===== config.mk =====
export PLATFORM = sky130hd
export DESIGN_NAME = gpio_cnt
export DESIGN_NICKNAME = d
export VERILOG_FILES = /design/src/ext_harness_pkg.sv /design/src/gpio_cnt.sv
export SDC_FILE = /design/constraint.sdc
export NUM_CORES = 1
export LEC_CHECK = 0
export BUFFER_PORTS_ARGS = -buffer_cell sky130_fd_sc_hd__clkbuf_2
export CAP_MARGIN = 30
export CORE_AREA = 3 3 40 42
export CTS_BUF_LIST = sky130_fd_sc_hd__clkbuf_16
export DETAILED_ROUTE_END_ITERATION = 10
export DIE_AREA = 0 0 43 45
export GPL_ROUTABILITY_DRIVEN = 0
export PLACE_DENSITY = 0.49
export SLEW_MARGIN = 20
export SYNTH_ARGS = -nofsm -noshare
export SYNTH_HDL_FRONTEND = slang
export SYNTH_SLANG_ARGS = --single-unit
export TNS_END_PERCENT = 20

===== constraint.sdc =====
create_clock -name clk_i -period 4.6 [get_ports clk_i]
set_input_delay 0.92 -clock clk_i [delete_from_list [all_inputs] [get_ports clk_i]]
set_output_delay 0.92 -clock clk_i [all_outputs]
set_load 0.03 [all_outputs]

===== src/ext_harness_pkg.sv =====
/*
 * shared constants for the external device harness
 * bus widths, memory geometry, latencies and the slow memory state type
 */
package ext_harness_pkg;

  // external bus, request/grant/rvalid protocol
  localparam int unsigned BUS_ADDR_W = 32;
  localparam int unsigned BUS_DATA_W = 32;
  localparam int unsigned BUS_BE_W   = 4;
  localparam int unsigned BYTE_W     = BUS_DATA_W / BUS_BE_W;

  // slow memory geometry, index is taken from addr[11:2]
  localparam int unsigned MEM_WORDS   = 1024;
  localparam int unsigned MEM_INDEX_W = $clog2(MEM_WORDS);

  // cycles from memory grant to rvalid
  localparam int unsigned MEM_LATENCY = 4;
  localparam int unsigned MEM_LAT_W   = $clog2(MEM_LATENCY);

  // request fifo in front of the memory
  localparam int unsigned FIFO_DEPTH = 2;
  localparam int unsigned FIFO_PTR_W = $clog2(FIFO_DEPTH);
  localparam int unsigned FIFO_CNT_W = $clog2(FIFO_DEPTH + 1);

  // power switch acknowledge model
  // bit 0 cpu, bit 1 peripherals, bits 2-3 memory banks, bit 4 external subsystem
  localparam int unsigned SWITCH_ACK_LATENCY = 15;
  localparam int unsigned NUM_POWER_DOMAINS  = 5;

  // gpio rising edges per output pulse
  localparam int unsigned GPIO_CNT_MAX = 32;
  localparam int unsigned GPIO_CNT_W   = $clog2(GPIO_CNT_MAX);

  // slow memory controller state
  typedef enum logic {
    MEM_IDLE,
    MEM_BUSY
  } mem_state_e;

endpackage

===== src/gpio_cnt.sv =====
/*
 * gpio rising edge counter
 * pulses the output once every GPIO_CNT_MAX edges
 */
`timescale 1ns/10ps

module gpio_cnt import ext_harness_pkg::*; (
  input  logic clk_i,
  input  logic reset_i,
  input  logic gpio_i,
  output logic gpio_o
);

  logic                  meta_q;
  logic                  sync_q;
  logic                  sync_prev_q;
  logic                  rise;
  logic                  cnt_last;
  logic [GPIO_CNT_W-1:0] cnt_q;

  // two-flop synchronizer, third flop for edge detection
  always_ff @(posedge clk_i) begin
    if (reset_i) begin
      meta_q      <= 1'b0;
      sync_q      <= 1'b0;
      sync_prev_q <= 1'b0;
    end else begin
      meta_q      <= gpio_i;
      sync_q      <= meta_q;
      sync_prev_q <= sync_q;
    end
  end

  assign rise     = sync_q & ~sync_prev_q;
  assign cnt_last = (cnt_q == GPIO_CNT_W'(GPIO_CNT_MAX - 1));

  always_ff @(posedge clk_i) begin
    if (reset_i) begin
      cnt_q <= '0;
    end else if (rise) begin
      cnt_q <= cnt_last ? '0 : cnt_q + 1'b1;
    end
  end

  // one cycle wide, only on the wrapping edge
  assign gpio_o = rise & cnt_last;

endmodule


==> impl_results.md <==
- Outcome: finished clean
- Post-synthesis adder-cell area fraction: 7.41%
- First-pass GRT wire length: between 900 and 1000 µm
- Slew of the pin with the lowest slew margin: 169 ps
- Final Worst Setup Slack: 2100 ps
- Met2 wire len: about 250 µm
- Post-DP HPWL: slightly above 400 µm
- Starting Density: 26.3%
- Simple-gate share of the synthesized area: approximately 26%
- Layout cells sized above 1: 17.9%
- Synth Warn #: 0
- Sw Share: 15.4%
- Synth top area share: 47.4%
- CP Launch Type: flip-flop
- Most used cell, CP: ha_1
- Ports: 4
- Die Y: 45 µm
- Die area: 1940 µm²
- DP Worst Slack: 2340 ps
- Clk_lat worst skew: between 200 and 250 ps
- CTS Buffer Depth: 2
- Max frequency: 0.400 GHz
- IO buf count: 3
- Complex-gate fraction of the synthesized area: 9.26%
- Critical path required time: 3680 ps
- Peak VDD IR: 253 µV
- Clk pwr share: 64.6%
- Antenna cells: 0
- Placed Area: 360 µm²
- Initial antenna violation count: 0
- Tcrit/Tclk final: 54.3%
- Switching power: 0.0000337 W
- CP peak stage delay: 380 ps
- R2R depth: 5
- Design Area, Final: 435 µm²
- Top cells by area, synth: dfxtp_1 (47%), ha_1 (7.4%), mux2i_1 (5.9%)
- PostCTS Resize Cnt: 0
- Critical path type: flip-flop to primary output
- Multiplexer area fraction after synthesis: 5.93%
- GRT Total Usage: 7.68%
- End of the worst hold path: sync_q
- R2R setup slack: 2860 ps
- CTS Sinks: 8
- WL/cell: 9.94 µm
- Met3 WL: 31 µm
- DRC violations left: 0
- Fin Setup TNS: 0 ps
- R2r startpoint: cnt_q[0]
- Setup repair bufs after CTS: 0
- Power Dens Cells: 504 nW/µm²
- Sequential share of the synthesized area: 47.4%
- Syn_area_per_cell: 9.94 µm²
- Logic pwr share: 2.3%
- CP Buf/Inv Count: 2
- Worst Hold Depth: 1
- Fin Clk Skew: 0.499 ps
- Hold Buf Count CTS: 0
- Nets: 46
- Critical Path, Cell by Cell: ha_1 > and3_1 > ha_1 > inv_1 > nor2_1 > clkbuf_2
- Largest net degree at the start of global routing: 10
- Core footprint: ~1300 µm²
- Via density: 4.76
- Cell Count, Final, Fillers Out: 54
- Final hold vios: 0
- WL final: 537 µm
- DR top layer: met4
- Min Clock Period, post-route: 2500 ps
- Die W: about 43 µm
- Sequential share of power: 33.1%
- Worst slew margin: between 80 and 90%
- Syn nets: 39
- Grt ovf: 0
- Min-delay src: meta_q
- Vias: about 260
- Count of final setup violators: 0
- Overall power: around 0.00022 W
- Met1 wire length: 219 µm
- Worst EP arrival: around 1600 ps
- Commonest cells after routing, fill and taps aside: dfxtp_1 (8), nor2_1 (4)
- Iteration-0 DRC Markers: 2
- TritonRoute pass-1 iters: 3
- CP max-delay cell: dfxtp_1
- H-tree depth: 1
- Max-slew violations: 0
- RSZ-0062 raised after global routing: false
- Post-route ant nets: 0
- CP Max Fanout: 6
- CTS root buf: clkbuf_16
- Mapped Area: between 300 and 400 µm²
- XOR/XNOR share of the synthesized area: 0%
- HP Class: flip-flop to flip-flop
- Leakage: around 0.19 nW
- Crit-path leading delay family: adder cells
- Reg2reg end: cnt_q[3]
- CTS Buf Count: 3
- Power Internal: 0.000186 W
- Most common cell after layout, fill and taps aside: dfxtp_1
- Area Growth Syn to Fin: 28.9%
- Vias in the first global route: 234
- Clk slew on worst S/H paths: 30 ps
- Max-Cap Viols: 0
- # rows: 13
- Distinct cell type count after synthesis: 17
- CTS tree: done
- Largest family of logic cells by synthesized area: simple AND/OR/NAND/NOR gates
- Crit end category: primary output
- Placed insts: 51
- Register bit count reported by yosys: 8
- Post-synthesis cell count: 34
- Yosys top cell by area: dfxtp_1
flip-flops by register name, summed over array words and instances, names as in the netlist:
| name | cells |
|---|---|
| cnt_q | 5 |
| meta_q | 1 |
| sync_prev_q | 1 |
| sync_q | 1 |
power groups by stage:
stage / registers [W] / logic (W) / clock network [W]
after floorplan: 0.0000733 / 0.00000378 / 0
after global placement: 0.0000735 / 0.00000491 / 0
after detailed placement: 0.0000736 / 0.00000517 / 0
after CTS: 0.0000726 / 0.00000511 / 0.000145
after global routing: 0.0000727 / 0.00000568 / 0.000151
final: 0.0000726 / 0.00000495 / 0.000142
per-stage QoR:
| stage | util, % | hold WS (ps) |
|---|---|---|
| after floorplan | - | 414 |
| after global placement | 28.0 | 425 |
| after detailed placement | 28.0 | 430 |
| after CTS | 33.9 | 445 |
| after global routing | 33.9 | 450 |
| final | 33.9 | 438 |
final cells by class:
type | count | area [µm²]
Inverter | 1 | 3.75
Timing Repair Buffer | 3 | 15.0
Multi-Input combinational cell | 24 | 163
Fill cell | 131 | 850
Tap cell | 15 | 18.8
Sequential cell | 8 | 160
Clock buffer | 3 | 75.1
Yosys cell counts (all sizes together):
library cell and count:
dfxtp 8, nor2 4, a21oi 3, nor2b 3
ha 2, mux2i 2, o21ai 2, a31oi 1
and3 1, buf 1, inv 1, nand2 1
nand2b 1, nand3 1, or3 1, or4 1
or4b 1
worst max path at each step:
stage	from	to	slack, ps	cells after the start
2_1_floorplan	cnt_q[0]	gpio_o	2330	5
3_3_place_gp	cnt_q[0]	gpio_o	2350	6
3_5_place_dp	cnt_q[0]	gpio_o	2340	6
4_1_cts	cnt_q[0]	gpio_o	2090	6
5_1_grt	cnt_q[0]	gpio_o	2000	6
6_report	cnt_q[0]	gpio_o	2100	6
cell families (layout without fill, tap and decap cells):
| family | Yosys count | in the layout |
|---|---|---|
| AOI/OAI and AO/OA | 6 | 6 |
| adders and majority gates | 2 | 2 |
| buffers and inverters | 2 | 7 |
| DFF | 8 | 8 |
| muxes | 2 | 2 |
| and+or+nand+nor | 14 | 14 |
routing by layer:
metal / vias to the layer above / global-route usage (%)
li1: 130 / -
met1: 114 / 6.55
met2: 7 / 11.4
met3: 6 / 3.59
met4: 0 / 10.8
met5: - / 0
worst register-to-register path, cell delays in order, from the launching register on:
cell and delay, ps:
dfxtp_1 330, ha_1 230, and3_1 190, ha_1 230
or4_1 510, a21oi_1 160
Power figures use the tool's default switching activity.
