--- src/ext_harness_pkg.sv ---
/*
 * shared constants for the external device harness
 * bus widths, memory geometry, latencies and the slow memory state type
 */
package ext_harness_pkg;

  // external bus, request/grant/rvalid protocol
  localparam int unsigned BUS_ADDR_W = 32;
  localparam int unsigned BUS_DATA_W = 32;
  localparam int unsigned BUS_BE_W   = 4;
  localparam int unsigned BYTE_W     = BUS_DATA_W / BUS_BE_W;

  // slow memory geometry, index is taken from addr[11:2]
  localparam int unsigned MEM_WORDS   = 1024;
  localparam int unsigned MEM_INDEX_W = $clog2(MEM_WORDS);

  // cycles from memory grant to rvalid
  localparam int unsigned MEM_LATENCY = 4;
  localparam int unsigned MEM_LAT_W   = $clog2(MEM_LATENCY);

  // request fifo in front of the memory
  localparam int unsigned FIFO_DEPTH = 2;
  localparam int unsigned FIFO_PTR_W = $clog2(FIFO_DEPTH);
  localparam int unsigned FIFO_CNT_W = $clog2(FIFO_DEPTH + 1);

  // power switch acknowledge model
  // bit 0 cpu, bit 1 peripherals, bits 2-3 memory banks, bit 4 external subsystem
  localparam int unsigned SWITCH_ACK_LATENCY = 15;
  localparam int unsigned NUM_POWER_DOMAINS  = 5;

  // gpio rising edges per output pulse
  localparam int unsigned GPIO_CNT_MAX = 32;
  localparam int unsigned GPIO_CNT_W   = $clog2(GPIO_CNT_MAX);

  // slow memory controller state
  typedef enum logic {
    MEM_IDLE,
    MEM_BUSY
  } mem_state_e;

endpackage
--- src/obi_req_fifo.sv ---
/*
 * request fifo between the external bus and the slow memory
 * responses pass straight through
 */
`timescale 1ns/10ps

module obi_req_fifo import ext_harness_pkg::*; (
  input  logic                  clk_i,
  input  logic                  reset_i,
  // upstream port, from the external master
  input  logic                  req_i,
  input  logic                  we_i,
  input  logic [BUS_BE_W-1:0]   be_i,
  input  logic [BUS_ADDR_W-1:0] addr_i,
  input  logic [BUS_DATA_W-1:0] wdata_i,
  output logic                  gnt_o,
  output logic                  rvalid_o,
  output logic [BUS_DATA_W-1:0] rdata_o,
  // downstream port, towards the memory
  output logic                  req_o,
  output logic                  we_o,
  output logic [BUS_BE_W-1:0]   be_o,
  output logic [BUS_ADDR_W-1:0] addr_o,
  output logic [BUS_DATA_W-1:0] wdata_o,
  input  logic                  gnt_i,
  input  logic                  rvalid_i,
  input  logic [BUS_DATA_W-1:0] rdata_i
);

  // stored requests
  logic                  we_q    [FIFO_DEPTH];
  logic [BUS_BE_W-1:0]   be_q    [FIFO_DEPTH];
  logic [BUS_ADDR_W-1:0] addr_q  [FIFO_DEPTH];
  logic [BUS_DATA_W-1:0] wdata_q [FIFO_DEPTH];

  logic [FIFO_PTR_W-1:0] wr_ptr_q;
  logic [FIFO_PTR_W-1:0] rd_ptr_q;
  logic [FIFO_CNT_W-1:0] count_q;
  logic                  full;
  logic                  empty;
  logic                  push;
  logic                  pop;

  function automatic logic [FIFO_PTR_W-1:0] ptr_inc(input logic [FIFO_PTR_W-1:0] ptr);
    if (ptr == FIFO_PTR_W'(FIFO_DEPTH - 1)) begin
      return '0;
    end
    return ptr + 1'b1;
  endfunction

  assign full  = (count_q == FIFO_CNT_W'(FIFO_DEPTH));
  assign empty = (count_q == '0);

  // accept whenever there is room, even if the head leaves this cycle
  assign gnt_o = req_i & ~full;
  assign push  = gnt_o;
  assign pop   = req_o & gnt_i;

  always_ff @(posedge clk_i) begin
    if (reset_i) begin
      wr_ptr_q <= '0;
      rd_ptr_q <= '0;
      count_q  <= '0;
    end else begin
      if (push) begin
        wr_ptr_q <= ptr_inc(wr_ptr_q);
      end
      if (pop) begin
        rd_ptr_q <= ptr_inc(rd_ptr_q);
      end
      case ({push, pop})
        2'b10:   count_q <= count_q + 1'b1;
        2'b01:   count_q <= count_q - 1'b1;
        default: count_q <= count_q;
      endcase
    end
  end

  always_ff @(posedge clk_i) begin
    if (push) begin
      we_q[wr_ptr_q]    <= we_i;
      be_q[wr_ptr_q]    <= be_i;
      addr_q[wr_ptr_q]  <= addr_i;
      wdata_q[wr_ptr_q] <= wdata_i;
    end
  end

  // oldest entry offered until the memory grants it
  assign req_o   = ~empty;
  assign we_o    = we_q[rd_ptr_q];
  assign be_o    = be_q[rd_ptr_q];
  assign addr_o  = addr_q[rd_ptr_q];
  assign wdata_o = wdata_q[rd_ptr_q];

  // responses come back in grant order, nothing to reorder
  assign rvalid_o = rvalid_i;
  assign rdata_o  = rdata_i;

  // occupancy never runs past the storage
  a_no_push_full: assert property (
    @(posedge clk_i) disable iff (reset_i) count_q <= FIFO_CNT_W'(FIFO_DEPTH)
  ) else $error("request fifo holds more entries than its depth");

  // a waiting downstream request keeps its fields until granted
  a_req_stable: assert property (
    @(posedge clk_i) disable iff (reset_i)
    req_o && !gnt_i |=> req_o && $stable(we_o) && $stable(be_o) && $stable(addr_o)
      && $stable(wdata_o)
  ) else $error("downstream request changed before its grant");

endmodule

--- config.mk ---
export PLATFORM = sky130hd
export DESIGN_NAME = obi_req_fifo
export DESIGN_NICKNAME = d
export VERILOG_FILES = /design/src/ext_harness_pkg.sv /design/src/obi_req_fifo.sv
export SDC_FILE = /design/constraint.sdc
export NUM_CORES = 1
export LEC_CHECK = 0
export ABC_AREA = 1
export BUFFER_PORTS_ARGS = -buffer_cell sky130_fd_sc_hd__buf_2
export CAP_MARGIN = 10
export CORE_MARGIN = 2
export CORE_UTILIZATION = 36
export DETAILED_ROUTE_END_ITERATION = 10
export GPL_TIMING_DRIVEN = 0
export SLEW_MARGIN = 5
export SYNTH_ARGS = -nofsm -noshare
export SYNTH_HDL_FRONTEND = slang
export SYNTH_SLANG_ARGS = --single-unit
export TNS_END_PERCENT = 5
--- constraint.sdc ---
create_clock -name clk_i -period 4.2 [get_ports clk_i]
set_input_delay 0.21 -clock clk_i [delete_from_list [all_inputs] [get_ports clk_i]]
set_output_delay 0.21 -clock clk_i [all_outputs]
set_load 0.02 [all_outputs]
==> impl_results.md <==
* Vias at 3,353
* Synth Area in Simple Gates at 1.34%
* Status: completed
* Synth Area in XOR/XNOR at 0%
* Final TNS setup at 0 ns
* VDD IR max at ~0.29 mV
* TritonCTS buffer count at 17
* Commonest non-fill, non-tap cell in the layout: buf_2
* CP startpoint kind: register
* Type of destination of the critical path: register
* Worst Path Max Fanout at 18
* Final hold violations at 0
* Layout cells sized above 1 at a little under three fifths
* Critical Path Stages at 6
* Sequential-to-total area share from yosys stat at 77.0%
* CP required at ~4.3 ns
* I/O Buffers at about 180
* 1st-iter DRT viols at roughly 130
* Count of final setup violators at 0
* Initial DRT Pass Iterations at 4
* Initial Utilization at 36.6%
* Routed wire length at 11,000 um
* F_max at a little under 0.5 GHz
* Slowest cell on crit path: nor2_4
* PnR worst setup slack at 2.18 ns
* Row cnt at 45
* DP Cell Count at between 600 and 700
* CTS H-Tree Depth at 4
* Top delay family on crit path: buffers and inverters
* Clock Sinks at roughly 140
* Leak Pwr at 3.23 nW
* Post-Synth Adder-Cell Area at 0.227%
* Worst slew pin tran at around 0.65 ns
* Total congestion overflow at 0
* Mapped Cells at approximately 290
* R2R depth at 6
* Post-DRT Antenna Nets at 0
* Hold Path Class: input port to register
* Mapped Area at ~0.0055 mm^2
* Mapped Nets at ~390
* Yosys Warn Count at 0
* Buf/Inv on CP at 4
* Syn avg cell area at 19.3 um^2
* Post-route insts no fill at between 700 and 800
* Vias in the first global route at approximately 3,500
* Die area at 0.0163 mm^2
* Routability Congestion at about 0.70
* Die height at about 130 um
* Hold Path Depth at 4
* Largest stage delay, worst path at 0.52 ns
* Root Driver: clkbuf_16
* Largest family of logic cells by synthesized area: multiplexers
* Largest net degree at the start of global routing at slightly below 50
* Die width at between 100 and 150 um
* Cell Chain, Critical Path: inv_1, a21boi_2, inv_1, nor2_4, buf_16, buf_16
* WL per Instance at ~15 um
* Crit path time final at 2.02 ns
* Tcrit/Tclk final at between 40 and 50%
* Critical path class: register to register
* Final HPWL DP at a little over 7000 um
* Place WS at 2.16 ns
* Fill count at 1,281
* CTS tree: built
* Initial antenna violation count at 0
* Clk Latency, worst-skew pair at between 0.4 and 0.5 ns
* Library cells used by synthesis at 16
* RSZ-0062 raised after global routing: false
* Vias/cell at between 4 and 5
* Fin. max-slew vios at 0
* Arrival @ worst endpoint at ~2.1 ns
* Clk pin slew, worst setup/hold paths at ~0.06 ns
* I/O pin cnt at 210
* Slew HR at 56.4%
* Max Cap Viol at 0
* Setup Skew at a little under 0.006 ns
* DRC at 0
* NumNets Final at around 660
* Clock Path Buffers at 2
* Commonest cells after routing, fill and taps aside: 181 x buf_2, 138 x edfxtp_1, 69 x dlygate4sd3_1
* # diodes at 0
* Compound-Gate Fraction of Synth Area at 0.476%
* PD cells at roughly 530 mW/mm^2
* First-pass GRT wire length at 16,800 um
* All-Layer GR Usage at about 14%
* Core area at 0.0151 mm^2
* Seq cells post-synth at roughly 140
* Post-synthesis mux area share at between 10% and 20%
* P&R area growth vs syn at 45.7%
metal layers:
metal	vias up	part of all wire [%]	global-route usage, %
met4	0	1.7	6.33
met2	136	52	24.2
met1	1615	41	15.1
li1	1585	-	-
met5	-	0	0
met3	17	5.6	4.63
synthesized netlist by cell type, drive strengths merged:
cell type	instances	area, um^2
a21boi	1	11.3
nor2	10	37.5
nand4	1	6.26
a21oi	1	5.00
edfxtp	138	4140
nand2	8	30.0
mux2	69	815
o21ai	2	10.0
ha	1	12.5
dfxtp	5	100
inv	9	33.8
buf	41	310
final cells by class:
type	count	area, um^2	area share (%)
Buffer	41	310	3.86
Clock buffer	17	425	5.29
Clock inverter	15	170	2.12
Inverter	9	36.3	0.451
Multi-Input combinational cell	93	935	11.6
Sequential cell	143	4240	52.8
Tap cell	188	235	2.93
Timing Repair Buffer	249	1680	20.9
final timing paths:
kind                           start                endpoint  slack [ns]
min reg2reg    rd_ptr_q$_SDFFE_PP0P_                register        0.51
max reg2reg  count_q[0]$_SDFFE_PP0P_  addr_q[0][0]$_DFFE_PP_        2.18
max          count_q[0]$_SDFFE_PP0P_  addr_q[0][0]$_DFFE_PP_        2.18
min                          reset_i   wr_ptr_q$_SDFFE_PP0P_        0.09
stage by stage:
step | utilization [%] | hold WS (ns) | instance area (um^2) | power, W
finish | 53.3 | 0.0916 | 8040 | 0.00425
global route | 53.3 | 0.0902 | 8040 | 0.00444
CTS | 53.3 | 0.0659 | 8040 | 0.00431
detailed placement | 44.7 | 0.402 | 6750 | 0.00275
global placement | 44.0 | 0.397 | 6630 | 0.00270
floorplan | - | 0.309 | 5520 | 0.00242
worst reg2reg max path, cell delays in order, from the launching register on:
cell	delay, ns
dfxtp_1	0.35
inv_1	0.11
a21boi_2	0.20
inv_1	0.12
nor2_4	0.52
buf_16	0.24
buf_16	0.17
power breakdown:
part	internal [W]	switching, W
clock network	0.000929	0.000571
logic	0.000428	0.000542
registers	0.00174	0.0000363
total	0.00310	0.00115
repair_timing:
| action | CTS | global route |
|---|---|---|
| gates resized for setup | 0 | 0 |
| buffers inserted | 0 | 0 |
| hold endpoints to repair | 138 | 0 |
| hold buffers | 69 | 0 |
logic make-up after synthesis:
group / after synthesis
AOI/OAI and AO/OA: 4
and+or+nand+nor: 19
adders and majority gates: 1
DFF: 143
muxes: 69
buffers and inverters: 50
state kept, by name, summed over array words and instances, names as in the netlist, named ones only:
register,flops
count_q,2
wr_ptr_q,1
wdata_q,64
be_q,8
addr_q,64
we_q,2
rd_ptr_q,1
No activity file was read; power rests on OpenSTA's default activity.
